--- src/hdl/cur_buf_defs.svh ---
// Block geometry macros for the current-block buffer; include wherever the sizes are needed
`ifndef CUR_BUF_DEFS_SVH
`define CUR_BUF_DEFS_SVH

// ----------------------------------------
// Pixel and block geometry
// ----------------------------------------

// Bits per luma pixel
`define CUR_PIXEL_W 8

// Rows per block, also pixels per row
`define CUR_BLOCK_DIM 8

// ----------------------------------------
// Memory fetch and row switch
// ----------------------------------------

`define CUR_WORD_PIXELS 4
`define CUR_LOAD_WORDS 16

// One fewer than the row count
`define CUR_SWITCH_STEPS 7

`endif

--- src/hdl/cur_buf_pkg.sv ---
// Shared types of the current-block buffer; import into any module that uses them
package cur_buf_pkg;

`include "cur_buf_defs.svh"

    // ----------------------------------------
    // Basic words
    // ----------------------------------------

    // One block row, pixel 0 in the low bits
    typedef logic [`CUR_BLOCK_DIM*`CUR_PIXEL_W-1:0] pixel_row_t;

    // One word from the external memory
    typedef logic [`CUR_WORD_PIXELS*`CUR_PIXEL_W-1:0] load_word_t;

    // Word index inside a block
    typedef logic [$clog2(`CUR_LOAD_WORDS)-1:0] load_addr_t;

    // Transition step, 0 to CUR_SWITCH_STEPS-1
    typedef logic [$clog2(`CUR_SWITCH_STEPS)-1:0] switch_step_t;

    // ----------------------------------------
    // Whole block
    // ----------------------------------------

    // Same 512 bits seen as rows by the display side
    // and as fetch words by the store side
    typedef union packed {
        pixel_row_t [`CUR_BLOCK_DIM-1:0]  rows;
        load_word_t [`CUR_LOAD_WORDS-1:0] words;
    } cur_block_t;

endpackage

--- src/hdl/block_fetch_ctrl.sv ---
// Starts the sixteen-word block read on cold boot or next_block and delays the write strobe
`include "cur_buf_defs.svh"

module block_fetch_ctrl (
    input  logic                    clk,
    input  logic                    rst,
    input  logic                    en,
    input  logic                    next_block,
    output logic                    block_start,
    output logic                    read_en,
    output logic                    wr_en,
    output cur_buf_pkg::load_addr_t wr_addr
);

    import cur_buf_pkg::*;

    localparam load_addr_t LAST_ADDR = load_addr_t'(`CUR_LOAD_WORDS - 1);

    // Set by reset, cleared by the first start
    logic       cold_boot;
    load_addr_t fetch_addr;

    // ----------------------------------------
    // Start condition
    // ----------------------------------------

    // Only place where a new block is decided
    assign block_start = en & (next_block | cold_boot);

    // ----------------------------------------
    // Read address and strobe
    // ----------------------------------------

    always_ff @(posedge clk) begin
        if (rst) begin
            cold_boot  <= 1'b1;
            read_en    <= 1'b0;
            fetch_addr <= '0;
        end else if (block_start) begin
            // A start in the middle of a fetch begins again at word 0
            cold_boot  <= 1'b0;
            read_en    <= 1'b1;
            fetch_addr <= '0;
        end else if (en && read_en) begin
            if (fetch_addr == LAST_ADDR) begin
                read_en <= 1'b0;
            end else begin
                fetch_addr <= fetch_addr + 1'b1;
            end
        end
    end

    // ----------------------------------------
    // Write side, one cycle behind the read
    // ----------------------------------------

    // Memory answers one cycle after the read strobe
    always_ff @(posedge clk) begin
        if (rst) begin
            wr_en <= 1'b0;
        end else begin
            wr_en <= read_en;
        end
    end

    // Address follows the strobe, even with en low
    always_ff @(posedge clk) begin
        wr_addr <= fetch_addr;
    end

endmodule

--- src/hdl/pingpong_store.sv ---
// Ping-pong block store whose two banks take new words only while they are not shown
module pingpong_store (
    input  logic                    clk,
    input  logic                    rst,
    input  logic                    wr_en,
    input  cur_buf_pkg::load_addr_t wr_addr,
    input  cur_buf_pkg::load_word_t cur_in,
    input  logic                    show_sel,
    output cur_buf_pkg::cur_block_t bank0,
    output cur_buf_pkg::cur_block_t bank1
);

    // Hidden bank is the inverse of show_sel
    logic load_bank0;
    logic load_bank1;

    assign load_bank0 = wr_en & show_sel;
    assign load_bank1 = wr_en & ~show_sel;

    // ----------------------------------------
    // Bank 0
    // ----------------------------------------

    always_ff @(posedge clk) begin
        if (rst) begin
            bank0 <= '0;
        end else if (load_bank0) begin
            bank0.words[wr_addr] <= cur_in;
        end
    end

    // ----------------------------------------
    // Bank 1
    // ----------------------------------------

    always_ff @(posedge clk) begin
        if (rst) begin
            bank1 <= '0;
        end else if (load_bank1) begin
            // Word k lands in bits 32k+31 down to 32k
            bank1.words[wr_addr] <= cur_in;
        end
    end

endmodule

--- src/hdl/row_switch.sv ---
// Row switch that picks the shown bank and moves the output one row per cycle to a new block
`include "cur_buf_defs.svh"

module row_switch (
    input  logic                    clk,
    input  logic                    rst,
    input  logic                    en,
    input  logic                    block_start,
    input  cur_buf_pkg::cur_block_t bank0,
    input  cur_buf_pkg::cur_block_t bank1,
    output logic                    show_sel,
    output cur_buf_pkg::cur_block_t cur_out
);

    import cur_buf_pkg::*;

    localparam switch_step_t LAST_STEP = switch_step_t'(`CUR_SWITCH_STEPS - 1);

    logic         switching;
    switch_step_t step;

    // Bank that show_sel names, and the one being left
    cur_block_t new_bank;
    cur_block_t old_bank;

    // ----------------------------------------
    // Switch state
    // ----------------------------------------

    // block_start already carries en
    always_ff @(posedge clk) begin
        if (rst) begin
            show_sel  <= 1'b0;
            switching <= 1'b0;
            step      <= '0;
        end else if (block_start) begin
            show_sel  <= ~show_sel;
            switching <= 1'b1;
            step      <= '0;
        end else if (en && switching) begin
            if (step == LAST_STEP) begin
                switching <= 1'b0;
                step      <= '0;
            end else begin
                step <= step + 1'b1;
            end
        end
    end

    // ----------------------------------------
    // Output rows
    // ----------------------------------------

    assign new_bank = show_sel ? bank1 : bank0;
    assign old_bank = show_sel ? bank0 : bank1;

    // During step s rows 0..s are new, the rest old
    always_comb begin
        cur_out = '0;
        if (en) begin
            for (int r = 0; r < `CUR_BLOCK_DIM; r++) begin
                if (!switching || r <= int'(step)) begin
                    cur_out.rows[r] = new_bank.rows[r];
                end else begin
                    cur_out.rows[r] = old_bank.rows[r];
                end
            end
        end
    end

endmodule

--- src/hdl/cur_buf_top.sv ---
// Top level that loads 8x8 blocks from memory words and shows them to the motion search engine
module cur_buf_top (
    input  logic                    clk,
    input  logic                    rst,
    input  logic                    en,
    input  logic                    next_block,
    input  cur_buf_pkg::load_word_t cur_in,
    output logic                    read_en,
    output cur_buf_pkg::cur_block_t cur_out
);

    import cur_buf_pkg::*;

    // Fetch control to store and switch
    logic       block_start;
    logic       wr_en;
    load_addr_t wr_addr;

    // Store and switch
    logic       show_sel;
    cur_block_t bank0;
    cur_block_t bank1;

    // ----------------------------------------
    // Fetch sequencing
    // ----------------------------------------

    block_fetch_ctrl u_fetch (
        .clk         (clk),
        .rst         (rst),
        .en          (en),
        .next_block  (next_block),
        .block_start (block_start),
        .read_en     (read_en),
        .wr_en       (wr_en),
        .wr_addr     (wr_addr)
    );

    // ----------------------------------------
    // Bank storage
    // ----------------------------------------

    pingpong_store u_store (
        .clk      (clk),
        .rst      (rst),
        .wr_en    (wr_en),
        .wr_addr  (wr_addr),
        .cur_in   (cur_in),
        .show_sel (show_sel),
        .bank0    (bank0),
        .bank1    (bank1)
    );

    // ----------------------------------------
    // Display side
    // ----------------------------------------

    row_switch u_switch (
        .clk         (clk),
        .rst         (rst),
        .en          (en),
        .block_start (block_start),
        .bank0       (bank0),
        .bank1       (bank1),
        .show_sel    (show_sel),
        .cur_out     (cur_out)
    );

endmodule

--- config.mk ---
export PLATFORM = sky130hd
export DESIGN_NAME = cur_buf_top
export DESIGN_NICKNAME = d
export VERILOG_FILES = /design/src/hdl/cur_buf_pkg.sv /design/src/hdl/block_fetch_ctrl.sv /design/src/hdl/pingpong_store.sv /design/src/hdl/row_switch.sv /design/src/hdl/cur_buf_top.sv
export VERILOG_INCLUDE_DIRS = /design/src /design/src/hdl
export SDC_FILE = /design/constraint.sdc
export NUM_CORES = 2
export LEC_CHECK = 0
export ABC_AREA = 0
export CORE_UTILIZATION = 35
export DETAILED_ROUTE_END_ITERATION = 10
export DONT_BUFFER_PORTS = 1
export GPL_TIMING_DRIVEN = 1
export PLACE_DENSITY = 0.6
export SETUP_SLACK_MARGIN = 0.4
export SLEW_MARGIN = 25
export SYNTH_ARGS = -nofsm -noshare
export SYNTH_HDL_FRONTEND = slang
export SYNTH_SLANG_ARGS = --single-unit
--- constraint.sdc ---
create_clock -name clk -period 2.4 [get_ports clk]
set_input_delay 0.12 -clock clk [delete_from_list [all_inputs] [get_ports clk]]
set_output_delay 0.12 -clock clk [all_outputs]
set_load 0.1 [all_outputs]
# Word-level counts from Yosys, hierarchy flattened
# Cells that the tools add are included.
# totals
reg_bits	1040
wordCells	69
# op_classes
n_addsub	2
magnitude_cmp	9
eq_ne	2
mux	21
bitwise	6
reduce_logical	19
# op_table
op	n
2-to-1 mux 512 bit	3
bitwise mux 512 bit	2
2-to-1 mux 64 bit	7
demux 32 bit (select 4 bit)	1
2-to-1 mux 32 bit	1
less-or-equal comparator 3 bit (first input constant)	4
nonzero test 2 bit	4
logical OR 1 bit	7
less-or-equal comparator 2 x 3 -> 1 bit (first input constant)	2
2-to-1 mux 1 bit	6
AND reduction 2 bit	3
less-than comparator 4 x 5 -> 1 bit (second input constant)	1
adder 4 x 1 -> 4 bit (second input constant)	1
equality test 4 bit (second input constant)	1
>= comparator 4 x 1 -> 1 bit (second input constant)	1
adder 3 x 1 -> 3 bit (second input constant)	1
bitwise AND 1 bit	3
equality test 3 bit (second input constant)	1
less-or-equal comparator 1 x 3 -> 1 bit (first input constant)	1
logical AND 1 bit	3
2-to-1 mux 3 bit	1
inverter 1 bit	2
OR reduction 2 bit	1
zero test 1 bit	1
OR 1 bit	1

# Logic depth before layout (Yosys ltp)
# logic_depth
word_depth	5
ltp_mapped	8
mapped_depth_nobuf	6

# Modules after synthesis
# A second synthesis with hierarchy kept.
# unflattened
cells_unflattened	5048
area_unflattened_um2	47237.8
# modules_own_cells
mod	n_inst	cells_per_inst	area_per_inst_um2	seq_area_each_um2
pingpong_store	1	3469	39162.6	20499.7
row_switch	1	1542	7703.6	100.1
block_fetch_ctrl	1	37	371.6	220.2

# Worst setup path after synthesis
# Ideal clock, no wire load.
# synth_path
path_kind	reg2out
start	register u_switch.step[1]
end	output port cur_out[451] in the netlist's numbering
arrival_time_ns	3.150
setup_slack_ns	-0.870
path_stages_with_launch	9
n_path_buf	2
path_cell_list	dfxtp_1 > buf_2 > and2_1 > ha_1 > nand2b_1 > xnor2_2 > clkbuf_1 > nand2_1 > a21oi_1
# synth_lines
item	line_no	text
from (decl)	row_switch.sv:20	switch_step_t step;
from (signal assigned)	row_switch.sv:45	step <= step + 1'b1;
to (decl)	cur_buf_top.sv:9	output cur_buf_pkg::cur_block_t cur_out

==> impl_metrics.csv <==
group,metric,value,unit
power_and_ir_drop,comb_power_share,17.7,%
critical_path,end_kind,"output pin",
sta,worst_pin_slew,884.2,ps
final_layout,drive_above_1_share,30.09,%
routing,via_count,45960,
sta,slew_headroom,41.05,%
cts,clock_sinks,1040,
cts,clk_pin_slew,60,ps
routing,drtIter0Drc,4906,
routing,postRouteAntennaNets,0,
critical_path,critPathArrivalTime,2690,ps
die,initial_utilization,35.31,%
die,die-area,126200,um^2
final_layout,multi_input_area,28570,um^2
power_and_ir_drop,leakage,0.02505,uW
sta,holdWs,-465.8,ps
global_route,grt_pass1_wl,281200,um
routing,routedWlPerCell,23.76,um
place,place_inst,7882,
synth,yosysTopAreaCellShare,47.69,%
die,die_w,355.2,um
hold_path,hold_path.class,"in -> reg",
final_layout,synthToLayoutAreaGrowth,66.33,%
power_and_ir_drop,power_frac_seq,40.3,%
power_and_ir_drop,power_frac_clock,42.0,%
synth,avgSynthCellArea,7.065,um^2
sta,period_needed,2811,ps
die,io_pins,549,
power_and_ir_drop,switching_share,27.42,%
critical_path,cp_data_required_time,2280,ps
synth,seq_area_frac_synth,47.69,%
final_layout,design_area,72620,um^2
flow_run,cap_violations,0,
synth,yosys.area.top_type,"dfxtp_1",
sta,finalWorstSetupSlack,-411.4,ps
outcome,status,"finished with violations",
cts,cts.path.max_buffers,3,
cts,cts_max_level,3,
final_layout,n_fill_cell,9988,
synth,ys_ff_latch,1040,
routing,wirelength,199100,um
outcome,violations,"hold timing, setup timing",
global_route,grt_start_max_net_pins,1031,
synth,synth_cell_type_count,46,
sta,fmax,0.3557,GHz
cts,clock_latency,700,ps
sta,maxSlewViolCount,0,
final_layout,regArea,20840,um^2
critical_path,crit_type,"reg -> out",
global_route,grt_pass1_vias,43470,
critical_path,worst_setup_path_start_kind,"flop",
die,die_h,355.2,um
cts,cts_buffers,112,
global_route,antenna_found_initial,1,
final_layout,final_common_cell,"nand2_1",
global_route,grt_remaining_overflow,0,
place,place_area,59840,um^2
power_and_ir_drop,power_density,592.1,nW/um^2
place,dpl.hpwl,101100,um
die,rows,129,
routing,dr.pass1.iters,6,
place,portBuffers,0,
synth,syn-num-nets,6218,
synth,syn-cell-area,43660,um^2
sta,fin_tns_setup,-141050,ps
final_layout,fin_util,58.73,%
sta,hold_violations,117,
power_and_ir_drop,p_int,31200,uW
global_route,grtUsageTotal,29.30,%
cts,cts-root-buf,"clkbuf_16",
routing,drc,0,
routing,viasPerCell,5.485,
sta,finClkSkew,21.73,ps
final_layout,final_cell_mix,"nand2_1 (2461), dfxtp_1 (1035), a21oi_1 (1025), buf_12 (573), a21oi_4 (320)",
sta,post-route-period-util,117.1,%
final_layout,instances_no_fill,8379,
critical_path,cp_max_fo,8,
power_and_ir_drop,p_switching,11790,uW
power_and_ir_drop,vdd_ir_drop_max,0.0005599,V
place,globalplace.congestion,0.8164,
sta,rsz0062_at_grt,"true",
cts,cts_tree,"yes",
synth,synth_area_leaders,"dfxtp_1 (48%), nand2_1 (25%), a21oi_1 (15%), clkbuf_1 (3.3%), mux2i_1 (3.0%)",
synth,yosys_warnings,0,
die,coreArea,123600,um^2
final_layout,nets,6682,
sta,setup_viol,461,
synth,syn_inst,6180,
## routing by layer
layer	up-vias	wire, um	GRT usage (%)	share of wire [%]
met1	22180	77430	37.03	39
met3	553	18490	7.359	9.3
li1	20900	-	-	-
met2	2328	92290	46.60	46
met5	-	13	0	0.0065
met4	2	10890	13.85	5.5
## flip-flops by register name, summed over array words and instances (netlist names)
register and flops:
u_store.bank0 512, u_switch.switching 1, u_fetch.read_en 1, u_switch.step 3, u_fetch.cold_boot 1, u_fetch.fetch_addr 4, u_switch.show_sel 1, u_fetch.wr_en 1
u_store.bank1 512, u_fetch.wr_addr 4
## area by class of cell
cell class / count / share of cell area, %
flip-flops and latches: 1040 / 28.70
repair buffers: 925 / 23.83
diodes: 2 / 0.006892
well taps: 1637 / 2.821
multi-input cells: 4563 / 39.35
clock inverters: 43 / 0.6341
clock buffers: 167 / 4.631
inverters: 2 / 0.02757
## worst paths after layout
| kind | startpoint | end | slack (ps) | cells past startpoint |
|---|---|---|---|---|
| max reg2reg | u_switch.show_sel | u_store.bank0[439] | 0 | 8 |
| min | rst | u_store.bank0[489] | -470 | 1 |
| min reg2reg | u_fetch.fetch_addr[1] | u_fetch.wr_addr[1] | 410 | 0 |
| max | u_switch.step[2] | cur_out[178] | -410 | 11 |
## worst max-delay path, stage by stage (launching register included)
cell and delay, ps:
dfxtp_4 380, buf_12 140, nor3b_4 230, buf_6 140
xnor2_4 110, buf_12 160, buf_8 120, buf_6 110
buf_16 170, nand2_2 80, a21oi_4 140, buf_12 200
## synth_stat cells (all sizes together)
master / instances
o21a: 1
a21boi: 1
and2: 15
buf: 188
nor4b: 2
nand2b: 6
nor2: 87
dfxtp: 1040
ha: 2
nor3b: 3
nand4: 3
inv: 2
and4: 1
a31oi: 2
o21ai: 3
nor3: 6
and4bb: 3
xnor2: 13
or4b: 1
nand2: 2853
o32a: 1
mux2i: 129
a21oi: 1349
a22o: 64
nand3b: 1
nand3: 2
o32ai: 1
nand4b: 4
clkbuf: 387
nor2b: 4
and4b: 3
a311oi: 1
a211oi: 1
a21o: 1
## timing repair
action,in CTS,in global routing
endpoints found under the setup margin,947,1513
hold endpoints to repair,1036,124
hold buffers,72,8
cloned,67,32
setup buffers,82,19
gates resized for setup,551,347
pin swaps,295,315
## power groups by stage
stage / logic, uW / registers [uW] / clock network (uW)
after floorplan: 2140 / 17700 / 0
after global placement: 2560 / 17700 / 0
after detailed placement: 2560 / 17700 / 0
after CTS: 6210 / 17300 / 18200
after global routing: 7720 / 17300 / 18900
final: 7610 / 17300 / 18000
## metrics by stage
step,setup WS [ps],power (uW)
3_5_place_dp,201.7,20290
6_report,-411.4,42990
3_3_place_gp,213.1,20290
2_1_floorplan,-687.4,19860
5_1_grt,-513.6,44000
4_1_cts,-472.7,41750
## cell families (layout without fill, tap and decap cells)
| logic type | count (synthesis) | count (layout) | synth area share (%) |
|---|---|---|---|
| AO/OA/AOI/OAI | 1425 | 1425 | 17.02 |
| AND/OR/NAND/NOR | 2994 | 2994 | 26.26 |
| multiplexers | 129 | 129 | 2.958 |
| XOR/XNOR | 13 | 13 | 0.4413 |
| buffers and inverters | 577 | 1137 | 5.574 |
| flip-flops | 1040 | 1040 | 47.69 |
| other | 0 | 2 | 0 |
| adder cells (fa/ha/maj) | 2 | 2 | 0.05731 |
No activity file was read; power rests on OpenSTA's default activity.
